File: src/logic/soc_config.svh
`ifndef SOC_CONFIG_SVH
`define SOC_CONFIG_SVH

// bus widths
`define ADDR_WIDTH      32
`define DATA_WIDTH      32
`define STRB_WIDTH      4
`define ID_WIDTH        4
`define RESP_WIDTH      2

// axi response codes
`define RESP_OKAY       2'd0
`define RESP_SLVERR     2'd2
`define RESP_DECERR     2'd3

// apb window seen from the axi side
`define APB_ADDR_BASE   32'h1FE0_0000
`define APB_ADDR_END    32'h1FE0_FFFF

// 4 KB per slot
`define APB_SLOT_BITS   12
`define APB_SLOT_LED    0
`define APB_SLOT_SYSCTL 1

`define SYSCTL_ID       32'h4C41_0132
`define LED_COUNT       4

`endif

File: src/logic/soc_pkg.sv
`include "soc_config.svh"

package soc_pkg;

	// bus vectors
	typedef logic [`ADDR_WIDTH-1:0] addr_t;
	typedef logic [`DATA_WIDTH-1:0] data_t;
	typedef logic [`STRB_WIDTH-1:0] strb_t;

	// axi transaction id, echoed on b and r
	typedef logic [`ID_WIDTH-1:0] axi_id_t;

	// okay, slverr or decerr
	typedef logic [`RESP_WIDTH-1:0] resp_t;

	// one bit per board led
	typedef logic [`LED_COUNT-1:0] led_t;

	// bridge sequencing
	// idle waits for a request, setup and access are the apb phases,
	// resp holds b or r valid until the master takes it
	typedef enum logic [1:0] {
		BR_IDLE,
		BR_SETUP,
		BR_ACCESS,
		BR_RESP
	} bridge_state_t;

endpackage

File: src/logic/bridge_ctrl.sv
`timescale 1ns/1ps

module bridge_ctrl import soc_pkg::*; (
	input  logic clk,
	input  logic rst_n,

	// axi handshakes
	input  logic awvalid,
	output logic awready,
	input  logic wvalid,
	output logic wready,
	input  logic arvalid,
	output logic arready,
	output logic bvalid,
	input  logic bready,
	output logic rvalid,
	input  logic rready,

	// apb handshakes
	output logic psel,
	output logic penable,
	input  logic pready,

	// strobes for the request and response buffer
	output logic load_wr,
	output logic load_rd,
	output logic cap_rsp
);

	bridge_state_t state;
	bridge_state_t state_nxt;
	// direction of the transaction in flight
	logic is_wr;
	logic wr_req;
	logic rd_req;
	logic rsp_done;

	// write needs address and data together
	assign wr_req = awvalid & wvalid;
	// read only when no part of a write is waiting
	assign rd_req = arvalid & ~awvalid & ~wvalid;

	// accept only from idle, one transaction at a time
	assign load_wr = (state == BR_IDLE) & wr_req;
	assign load_rd = (state == BR_IDLE) & rd_req;
	assign awready = load_wr;
	assign wready  = load_wr;
	assign arready = load_rd;

	// apb phases
	assign psel    = (state == BR_SETUP) | (state == BR_ACCESS);
	assign penable = (state == BR_ACCESS);
	// slave result captured on the completing access edge
	assign cap_rsp = penable & pready;

	// response channel picked by direction
	assign bvalid   = (state == BR_RESP) & is_wr;
	assign rvalid   = (state == BR_RESP) & ~is_wr;
	assign rsp_done = (bvalid & bready) | (rvalid & rready);

	always_comb begin
		state_nxt = state;
		case (state)
			BR_IDLE: begin
				if (load_wr | load_rd) begin
					state_nxt = BR_SETUP;
				end
			end
			BR_SETUP: state_nxt = BR_ACCESS;
			BR_ACCESS: begin
				// wait states would stretch access here
				if (pready) begin
					state_nxt = BR_RESP;
				end
			end
			BR_RESP: begin
				// back-pressure keeps valid up
				if (rsp_done) begin
					state_nxt = BR_IDLE;
				end
			end
			default: state_nxt = BR_IDLE;
		endcase
	end

	always_ff @(posedge clk) begin
		if (!rst_n) begin
			state <= BR_IDLE;
			is_wr <= 1'b0;
		end else begin
			state <= state_nxt;
			if (load_wr | load_rd) begin
				is_wr <= load_wr;
			end
		end
	end

endmodule

File: src/logic/axi_req_buf.sv
`timescale 1ns/1ps

module axi_req_buf import soc_pkg::*; (
	input  logic    clk,
	input  logic    rst_n,
	input  logic    load_wr,
	input  logic    load_rd,
	input  logic    cap_rsp,

	// axi request side
	input  axi_id_t awid,
	input  axi_id_t arid,
	input  addr_t   awaddr,
	input  addr_t   araddr,
	input  data_t   wdata,
	input  strb_t   wstrb,

	// apb result
	input  data_t   prdata,
	input  resp_t   presp,

	// apb request side
	output addr_t   paddr,
	output logic    pwrite,
	output data_t   pwdata,
	output strb_t   pstrb,

	// axi response side
	output axi_id_t bid,
	output axi_id_t rid,
	output resp_t   bresp,
	output resp_t   rresp,
	output data_t   rdata
);

	// id of the transaction in flight
	axi_id_t id_q;
	resp_t   resp_q;

	// direction of the latched request
	always_ff @(posedge clk) begin
		if (!rst_n) begin
			pwrite <= 1'b0;
		end else if (load_wr | load_rd) begin
			pwrite <= load_wr;
		end
	end

	// address source follows the accepted channel
	always_ff @(posedge clk) begin
		if (load_wr) begin
			paddr  <= awaddr;
			id_q   <= awid;
			pwdata <= wdata;
			pstrb  <= wstrb;
		end else if (load_rd) begin
			paddr  <= araddr;
			id_q   <= arid;
			// apb reads carry no strobes
			pstrb  <= '0;
		end
	end

	// result of the access phase
	always_ff @(posedge clk) begin
		if (cap_rsp) begin
			resp_q <= presp;
			if (!pwrite) begin
				rdata <= prdata;
			end
		end
	end

	// only one channel is ever valid, so both share the holding regs
	assign bid   = id_q;
	assign rid   = id_q;
	assign bresp = resp_q;
	assign rresp = resp_q;

endmodule

File: src/logic/apb_mux.sv
`timescale 1ns/1ps

`include "soc_config.svh"

module apb_mux import soc_pkg::*; (
	input  logic  psel,
	input  addr_t paddr,
	input  data_t led_rdata,
	input  data_t sys_rdata,
	output logic  led_sel,
	output logic  sys_sel,
	output logic  pready,
	output data_t prdata,
	output resp_t presp
);

	// slots that fit in the window
	localparam int SLOT_COUNT = (`APB_ADDR_END - `APB_ADDR_BASE + 1) >> `APB_SLOT_BITS;
	localparam int SLOT_IDX_W = $clog2(SLOT_COUNT);

	logic                  in_window;
	logic [SLOT_IDX_W-1:0] slot;
	logic                  led_hit;
	logic                  sys_hit;

	// window check against the full address
	assign in_window = (paddr >= `APB_ADDR_BASE) && (paddr <= `APB_ADDR_END);
	assign slot      = paddr[`APB_SLOT_BITS +: SLOT_IDX_W];

	assign led_hit = in_window && (slot == SLOT_IDX_W'(`APB_SLOT_LED));
	assign sys_hit = in_window && (slot == SLOT_IDX_W'(`APB_SLOT_SYSCTL));

	// at most one select
	assign led_sel = psel & led_hit;
	assign sys_sel = psel & sys_hit;

	// all slaves zero wait
	// misses complete at once too so the error gets back
	assign pready = psel;

	always_comb begin
		if (led_sel) begin
			prdata = led_rdata;
		end else if (sys_sel) begin
			prdata = sys_rdata;
		end else begin
			prdata = '0;
		end
	end

	// decerr outside, slverr for an empty slot
	always_comb begin
		if (!in_window) begin
			presp = `RESP_DECERR;
		end else if (led_hit | sys_hit) begin
			presp = `RESP_OKAY;
		end else begin
			presp = `RESP_SLVERR;
		end
	end

endmodule

File: src/logic/led_regs.sv
`timescale 1ns/1ps

module led_regs import soc_pkg::*; (
	input  logic  clk,
	input  logic  rst_n,

	// apb slave
	input  logic  sel,
	input  logic  penable,
	input  logic  pwrite,
	input  data_t pwdata,
	input  strb_t pstrb,
	output data_t rdata,

	// board pins
	output led_t  led
);

	logic wr_en;

	// any offset in the slot hits the register
	// only byte lane 0 carries led bits
	assign wr_en = sel & penable & pwrite & pstrb[0];

	// update lands on the access edge
	always_ff @(posedge clk) begin
		if (!rst_n) begin
			led <= '0;
		end else if (wr_en) begin
			led <= pwdata[$bits(led_t)-1:0];
		end
	end

	// upper bits read as zero
	assign rdata = data_t'(led);

endmodule

File: src/logic/sysctl_regs.sv
`timescale 1ns/1ps

`include "soc_config.svh"

module sysctl_regs import soc_pkg::*; (
	input  logic  clk,
	input  logic  rst_n,
	input  logic  sel,
	input  logic  penable,
	input  logic  pwrite,
	input  addr_t paddr,
	input  data_t pwdata,
	input  strb_t pstrb,
	output data_t rdata
);

	// byte offset bits inside a word
	localparam int BYTE_BITS = $clog2(`STRB_WIDTH);

	logic [`APB_SLOT_BITS-BYTE_BITS-1:0] word_idx;
	logic  id_hit;
	logic  scratch_hit;
	data_t scratch;

	assign word_idx    = paddr[`APB_SLOT_BITS-1:BYTE_BITS];
	// offset 0 id, offset 4 scratch
	assign id_hit      = (word_idx == '0);
	assign scratch_hit = (word_idx == 1);

	// id is read only, so only scratch takes writes
	always_ff @(posedge clk) begin
		if (!rst_n) begin
			scratch <= '0;
		end else if (sel && penable && pwrite && scratch_hit) begin
			for (int i = 0; i < `STRB_WIDTH; i++) begin
				if (pstrb[i]) begin
					scratch[8*i +: 8] <= pwdata[8*i +: 8];
				end
			end
		end
	end

	// everything else reads zero
	assign rdata = id_hit ? `SYSCTL_ID : (scratch_hit ? scratch : '0);

endmodule

File: src/logic/periph_top.sv
`timescale 1ns/1ps

`include "soc_config.svh"

module periph_top (
	input  logic                    clk,
	input  logic                    rst_n,

	// axi write address
	input  logic                    awvalid,
	output logic                    awready,
	input  logic [`ID_WIDTH-1:0]    awid,
	input  logic [`ADDR_WIDTH-1:0]  awaddr,

	// axi write data
	input  logic                    wvalid,
	output logic                    wready,
	input  logic [`DATA_WIDTH-1:0]  wdata,
	input  logic [`STRB_WIDTH-1:0]  wstrb,

	// axi write response
	output logic                    bvalid,
	input  logic                    bready,
	output logic [`ID_WIDTH-1:0]    bid,
	output logic [`RESP_WIDTH-1:0]  bresp,

	// axi read address
	input  logic                    arvalid,
	output logic                    arready,
	input  logic [`ID_WIDTH-1:0]    arid,
	input  logic [`ADDR_WIDTH-1:0]  araddr,

	// axi read data
	output logic                    rvalid,
	input  logic                    rready,
	output logic [`ID_WIDTH-1:0]    rid,
	output logic [`DATA_WIDTH-1:0]  rdata,
	output logic [`RESP_WIDTH-1:0]  rresp,

	output logic [`LED_COUNT-1:0]   led
);

	// bridge control to buffer
	logic                   load_wr;
	logic                   load_rd;
	logic                   cap_rsp;

	// internal apb bus
	logic                   psel;
	logic                   penable;
	logic                   pready;
	logic                   pwrite;
	logic [`ADDR_WIDTH-1:0] paddr;
	logic [`DATA_WIDTH-1:0] pwdata;
	logic [`STRB_WIDTH-1:0] pstrb;
	logic [`DATA_WIDTH-1:0] prdata;
	logic [`RESP_WIDTH-1:0] presp;

	// per slave
	logic                   led_sel;
	logic                   sys_sel;
	logic [`DATA_WIDTH-1:0] led_rdata;
	logic [`DATA_WIDTH-1:0] sys_rdata;

	bridge_ctrl i_bridge_ctrl (
		.clk     (clk    ), .rst_n   (rst_n  ),
		.awvalid (awvalid), .awready (awready),
		.wvalid  (wvalid ), .wready  (wready ),
		.arvalid (arvalid), .arready (arready),
		.bvalid  (bvalid ), .bready  (bready ),
		.rvalid  (rvalid ), .rready  (rready ),
		.psel    (psel   ), .penable (penable), .pready (pready),
		.load_wr (load_wr), .load_rd (load_rd), .cap_rsp (cap_rsp)
	);

	axi_req_buf i_axi_req_buf (
		.clk     (clk    ), .rst_n   (rst_n  ),
		.load_wr (load_wr), .load_rd (load_rd), .cap_rsp (cap_rsp),
		.awid    (awid   ), .arid    (arid   ),
		.awaddr  (awaddr ), .araddr  (araddr ),
		.wdata   (wdata  ), .wstrb   (wstrb  ),
		.prdata  (prdata ), .presp   (presp  ),
		.paddr   (paddr  ), .pwrite  (pwrite ),
		.pwdata  (pwdata ), .pstrb   (pstrb  ),
		.bid     (bid    ), .rid     (rid    ),
		.bresp   (bresp  ), .rresp   (rresp  ), .rdata (rdata)
	);

	apb_mux i_apb_mux (
		.psel      (psel     ), .paddr     (paddr    ),
		.led_rdata (led_rdata), .sys_rdata (sys_rdata),
		.led_sel   (led_sel  ), .sys_sel   (sys_sel  ),
		.pready    (pready   ), .prdata    (prdata   ), .presp (presp)
	);

	led_regs i_led_regs (
		.clk     (clk    ), .rst_n   (rst_n  ),
		.sel     (led_sel), .penable (penable), .pwrite (pwrite),
		.pwdata  (pwdata ), .pstrb   (pstrb  ),
		.rdata   (led_rdata), .led   (led    )
	);

	sysctl_regs i_sysctl_regs (
		.clk     (clk    ), .rst_n   (rst_n  ),
		.sel     (sys_sel), .penable (penable), .pwrite (pwrite),
		.paddr   (paddr  ), .pwdata  (pwdata ), .pstrb  (pstrb ),
		.rdata   (sys_rdata)
	);

endmodule

File: config.mk
export PLATFORM = sky130hd
export DESIGN_NAME = periph_top
export DESIGN_NICKNAME = d
export VERILOG_FILES = /design/src/logic/soc_pkg.sv /design/src/logic/bridge_ctrl.sv /design/src/logic/axi_req_buf.sv /design/src/logic/apb_mux.sv /design/src/logic/led_regs.sv /design/src/logic/sysctl_regs.sv /design/src/logic/periph_top.sv
export VERILOG_INCLUDE_DIRS = /design/src /design/src/logic
export SDC_FILE = /design/constraint.sdc
export NUM_CORES = 1
export LEC_CHECK = 0
export BUFFER_PORTS_ARGS = -buffer_cell sky130_fd_sc_hd__buf_2
export CAP_MARGIN = 20
export CORE_MARGIN = 2
export CORE_UTILIZATION = 43
export CTS_CLUSTER_SIZE = 10
export DETAILED_ROUTE_END_ITERATION = 10
export GPL_ROUTABILITY_DRIVEN = 0
export PLACE_DENSITY = 0.66
export REMOVE_ABC_BUFFERS = 1
export SLEW_MARGIN = 25
export SYNTH_ARGS = -nofsm -noshare
export SYNTH_HDL_FRONTEND = slang
export SYNTH_HIERARCHICAL = 1
export SYNTH_SLANG_ARGS = --single-unit
File: constraint.sdc
create_clock -name clk -period 4.8 [get_ports clk]
set_input_delay 0.96 -clock clk [delete_from_list [all_inputs] [get_ports clk]]
set_output_delay 0.96 -clock clk [all_outputs]
set_load 0.05 [all_outputs]
==> impl_metrics.py, run 1 <==
metrics = {
    "status": {
        "status": "finished clean",
    },
    "floorplan": {
        "design.core.area_mm2": 0.0159,
        "io_pins": 168,
        "start_util_pct": 44.3,
        "die_h_um": 132,
        "rows": 46,
        "fp.dieArea_mm2": 0.0175,
        "die_w_um": 132,
    },
    "run": {
        "cap_violations": 0,
    },
    "clock_network": {
        "cts_max_level": 4,
        "numClockSinks": 144,
        "clockBufferDepth": 2,
        "cts_made_buffers": 17,
        "cts_tree": "yes",
        "cts-root-buf": "clkbuf_16",
        "clock_latency_ns": 0.42,
        "post_cts_resized": 0,
        "cts_setup_buffers": 0,
        "cts.clk_slew.worst_paths_ns": 0.06,
        "hold_buffers": 0,
    },
    "worst_setup_path": {
        "path_class": "flip-flop to flip-flop",
        "end_kind": "flip-flop",
        "cp_max_fo": 36,
        "reg2regPathDepth": 7,
        "worstPathArrival_ns": 3.25,
        "rrSetupSlack_ns": 1.89,
        "startpoint_type": "flip-flop",
        "cp.required_ns": 5.14,
    },
    "worst_hold_path": {
        "hold_path.class": "flip-flop to flip-flop",
        "holdPathStages": 2,
    },
    "layout": {
        "regArea_mm2": 0.00392,
        "drive_gt1_share_pct": 41.0,
        "areaGrowthSynthToFinish_pct": 18.6,
        "final_nets": 783,
        "fillers": 1346,
        "finalNonFillerCells": 894,
        "multi_input_area_mm2": 0.00265,
        "antennaDiodeCount": 0,
    },
    "global_route": {
        "track_usage_pct": 16.2,
        "grt_max_degree": 77,
        "antenna_found_initial": 0,
        "grt_pass1_vias": 4299,
        "overflow": 0,
        "grt_first_pass_wirelength_um": 21700,
    },
    "sta": {
        "final.period_utilization_pct": 60.6,
        "holdWs_ns": 0.450,
        "slew_headroom_pct": 38.9,
        "hold_violations": 0,
        "rsz0062_at_grt": "false",
        "setup_tns_ns": 0,
        "max_freq_mhz": 344,
        "worst_pin_slew_ns": 0.915,
        "skew_ns": 0.0106,
        "setup_ws_ns": 1.89,
        "fin_crit_ns": 2.91,
        "setup_viol": 0,
        "slew_viol_final": 0,
    },
    "route": {
        "initialDrtViolationCount": 180,
        "viasPerCell": 4.77,
        "vias": 4266,
        "wl_per_cell_um": 15.4,
        "firstDrtPassIters": 4,
        "drc": 0,
        "ant_nets": 0,
        "totalWireLength_um": 13800,
    },
    "synth": {
        "synth_area_per_cell_um2": 13.5,
        "syn_inst": 525,
        "yosysWarnings": 6,
        "syn_area_mm2": 0.00706,
    },
    "placement": {
        "port_buffers": 163,
        "dp_hpwl_um": 9000,
        "pre_cts_ws_ns": 1.79,
        "dp_cells": 861,
    },
    "power": {
        "ir_drop_mv": 0.253,
        "cellLeakagePower_nw": 3.31,
        "p_per_area_mw_per_mm2": 438,
    },
}
## sequential cells by signal (all words and copies together) (netlist names)
register	flops
i_axi_req_buf/pwdata	32
i_axi_req_buf/rdata	32
i_sysctl_regs/scratch	32
i_axi_req_buf/paddr	30
i_axi_req_buf/bid	4
i_axi_req_buf/pstrb	4
i_led_regs/led	4
i_axi_req_buf/bresp	2
i_bridge_ctrl/state	2
i_axi_req_buf/pwrite	1
i_bridge_ctrl/is_wr	1
## per-layer routing
layer | vias to the layer above | routed length, um | GRT usage, %
met5 | - | 0 | 0
met4 | 0 | 155 | 7.55
met3 | 13 | 779 | 4.00
met2 | 139 | 7000 | 28.6
met1 | 2010 | 5850 | 18.5
li1 | 2104 | - | -
## stage by stage
step                utilization, %  total power, mW  instance area, um^2
detailed placement            48.7             2.38                 7760
global route                  52.6             3.82                 8380
finish                        52.6             3.67                 8380
floorplan                        -             2.15                 6610
global placement              48.7             2.35                 7760
CTS                           52.4             3.71                 8350
## final timing paths
| check | from | to |
|---|---|---|
| setup / recovery | i_axi_req_buf/paddr[17] | i_sysctl_regs/scratch[27] |
| hold reg to reg | i_sysctl_regs/scratch[18] | i_sysctl_regs/scratch[18] |
| hold / removal | i_sysctl_regs/scratch[18] | i_sysctl_regs/scratch[18] |
| setup reg to reg | i_axi_req_buf/paddr[17] | i_sysctl_regs/scratch[27] |
## cell usage in the layout (no fill, tap or decap), drive strengths merged, types with 2 or more instances in the layout
| cell | count |
|---|---|
| conb | 28 |
| nor2b | 4 |
| edfxtp | 104 |
| clkinv | 5 |
| a21oi | 9 |
| mux2i | 70 |
| nor4b | 2 |
| or3b | 2 |
| nor4 | 38 |
| ha | 3 |
| clkbuf | 22 |
| and4bb | 2 |
| dfxtp | 40 |
| buf | 170 |
| or3 | 3 |
| nand2 | 75 |
| bufinv | 3 |
| o21a | 2 |
| and2 | 29 |
| inv | 14 |
| clkinvlp | 2 |
| nand4 | 6 |
| mux2 | 34 |
| or2 | 3 |
## area by class of cell
class	count	share of cell area [%]
timing repair buffer	170	10.6
inverter	14	0.627
clock buffer	22	5.42
sequential	144	46.8
clock inverter	10	1.63
tap	216	3.23
multi-input combinational	318	31.7
## worst max-delay path, stage by stage (launching register included)
cell and delay, ns:
edfxtp_1 0.40, nor4b_4 0.33, nand4_4 0.11, buf_4 0.32
nor3_1 0.46, nand4_1 0.23, nor4_4 0.69, mux2i_1 0.27
## power by group
group | switching (mW) | leakage (nW) | internal [mW]
Sequential | 0.0598 | 1.29 | 1.51
Clock | 0.490 | 0.282 | 0.829
Combinational | 0.536 | 1.74 | 0.241
No activity file was read; power rests on OpenSTA's default activity.
==> run 2, diff against run 1 <==
PLACE_DENSITY = 0.69   (was 0.66)
clock period = 2.4 ns   (was 4.8 ns; I/O delays follow)
==> run 2 against run 1 <==
Against the previous run:
- critical path type unchanged
- sequential power rose by 99%
- non-clock buffer count rose by 13
- setup slack got worse by 1.7 ns
- combinational power rose by 110%
- count of clock-buffer cells in the layout fell by 3
==> impl_metrics.py, run 2 (synthesized netlist as in run 1, its figures left out) <==
metrics = {
    "worst_setup_path": {
        "end_kind": "flip-flop",
        "reg2regPathDepth": 5,
        "path_class": "flip-flop to flip-flop",
        "rr_endpoint": "i_axi_req_buf/rdata[1]",
        "critPathCapture": "i_axi_req_buf/rdata[1]",
        "cp-startpoint": "i_axi_req_buf/paddr[6]",
        "cp.required_ns": 2.62,
        "r2r-start": "i_axi_req_buf/paddr[6]",
        "startpoint_type": "flip-flop",
        "rrSetupSlack_ns": 0.20,
        "worstPathArrival_ns": 2.43,
        "cp_max_fo": 9,
    },
    "sta": {
        "skew_ns": 0.00568,
        "hold_violations": 0,
        "final.period_utilization_pct": 91.8,
        "setup_tns_ns": 0,
        "slew_viol_final": 0,
        "rsz0062_at_grt": "false",
        "holdWs_ns": 0.233,
        "setup_viol": 0,
        "worst_pin_slew_ns": 0.576,
        "slew_headroom_pct": 61.6,
        "max_freq_mhz": 454,
        "setup_ws_ns": 0.196,
        "fin_crit_ns": 2.20,
    },
    "layout": {
        "postLayoutCoreUtil_pct": 53.4,
        "finalNonFillerCells": 907,
        "final_nets": 797,
        "antennaDiodeCount": 0,
        "reg_top3": "i_axi_req_buf/pwdata x32, i_axi_req_buf/rdata x32, i_sysctl_regs/scratch x32",
        "fillers": 1351,
        "areaGrowthSynthToFinish_pct": 20.6,
        "drive_gt1_share_pct": 42.1,
        "stdcell_area_mm2": 0.00851,
        "layout_common_cells": "163 x buf_2, 104 x edfxtp_1, 75 x nand2_1",
        "mostFrequentLayoutCell": "buf_2",
    },
    "status": {
        "status": "finished clean",
    },
    "clock_network": {
        "cts.clk_slew.worst_paths_ns": 0.06,
        "clockBufferDepth": 2,
        "cts_max_level": 4,
        "cts_tree": "yes",
        "hold_buffers": 0,
        "cts-root-buf": "clkbuf_16",
        "clock_latency_ns": 0.42,
        "numClockSinks": 144,
        "cts_made_buffers": 17,
        "post_cts_resized": 0,
    },
    "power": {
        "power_mw": 7.28,
        "p_per_area_mw_per_mm2": 855,
        "cellLeakagePower_nw": 3.37,
        "ir_drop_mv": 0.486,
    },
    "global_route": {
        "grt_max_degree": 78,
        "overflow": 0,
        "antenna_found_initial": 0,
        "grt_pass1_vias": 4405,
        "grt_first_pass_wirelength_um": 22000,
        "track_usage_pct": 16.5,
    },
    "floorplan": {
        "rows": 46,
        "io_pins": 168,
        "die_w_um": 132,
        "fp.dieArea_mm2": 0.0175,
        "die_h_um": 132,
        "design.core.area_mm2": 0.0159,
        "start_util_pct": 44.3,
    },
    "placement": {
        "dp_hpwl_um": 9260,
        "place_area_mm2": 0.00794,
        "dp_cells": 873,
        "port_buffers": 163,
        "pre_cts_ws_ns": 0.219,
    },
    "route": {
        "ant_nets": 0,
        "vias": 4300,
        "wl_per_cell_um": 15.4,
        "viasPerCell": 4.74,
        "drc": 0,
        "initialDrtViolationCount": 210,
        "totalWireLength_um": 14000,
        "firstDrtPassIters": 4,
    },
    "worst_hold_path": {
        "hold_path.class": "input pin to flip-flop",
    },
    "run": {
        "cap_violations": 0,
    },
}
run 2: cell count changes in the layout (fill, tap and decap cells not counted), sizes merged:
cell / previous run / this run
buf: 170 / 183
bufinv: 3 / 2
and3: 1 / 2
clkinv: 5 / 6
clkbuf: 22 / 19
clkinvlp: 2 / 4
run 2: layer usage:
| layer | wire length, um | track usage (%) | vias up | part of all wire (%) |
|---|---|---|---|---|
| met5 | 0 | 0 | - | 0 |
| met4 | 326 | 6.58 | 0 | 2.3 |
| met3 | 925 | 5.84 | 22 | 6.6 |
| met2 | 6850 | 27.9 | 150 | 49 |
| met1 | 5860 | 19.0 | 2002 | 42 |
| li1 | - | - | 2126 | - |
run 2: layout make-up:
class                   count  area [um^2]  area share (%)
clock buffers              19          433            5.09
well taps                 216          270            3.17
repair buffers            183         1050            12.4
multi-input cells         319         2660            31.2
inverters                  14         52.6           0.617
clock inverters            12          120            1.41
flip-flops and latches    144         3920            46.1
run 2: what timing repair did:
item,4_1_cts,5_1_grt
hold endpoints to repair,0,0
endpoints found under the setup margin,2,2
pin swaps,1,1
setup buffers,0,2
cloned,1,0
run 2: critical path, stage by stage (launching register included):
cell,delay (ns)
edfxtp_1,0.36
or4_4,0.64
or3_1,0.52
a21oi_1,0.19
mux2i_1,0.09
nor4_1,0.21
run 2: power by group:
part / internal [mW] / switching, mW
clock: 1.51 / 0.979
combinational: 0.551 / 1.11
sequential: 3.02 / 0.116
run 2: worst min path at each step:
stage,startpoint,end,slack [ns],depth (start not counted)
finish,wdata[27],i_axi_req_buf/pwdata[27],0.23,1
global route,wdata[14],i_axi_req_buf/pwdata[14],0.21,1
CTS,wdata[22],i_axi_req_buf/pwdata[22],0.21,1
detailed placement,i_sysctl_regs/scratch[13],i_sysctl_regs/scratch[13],0.45,2
global placement,i_sysctl_regs/scratch[31],i_sysctl_regs/scratch[31],0.44,2
floorplan,i_sysctl_regs/scratch[0],i_sysctl_regs/scratch[0],0.43,2
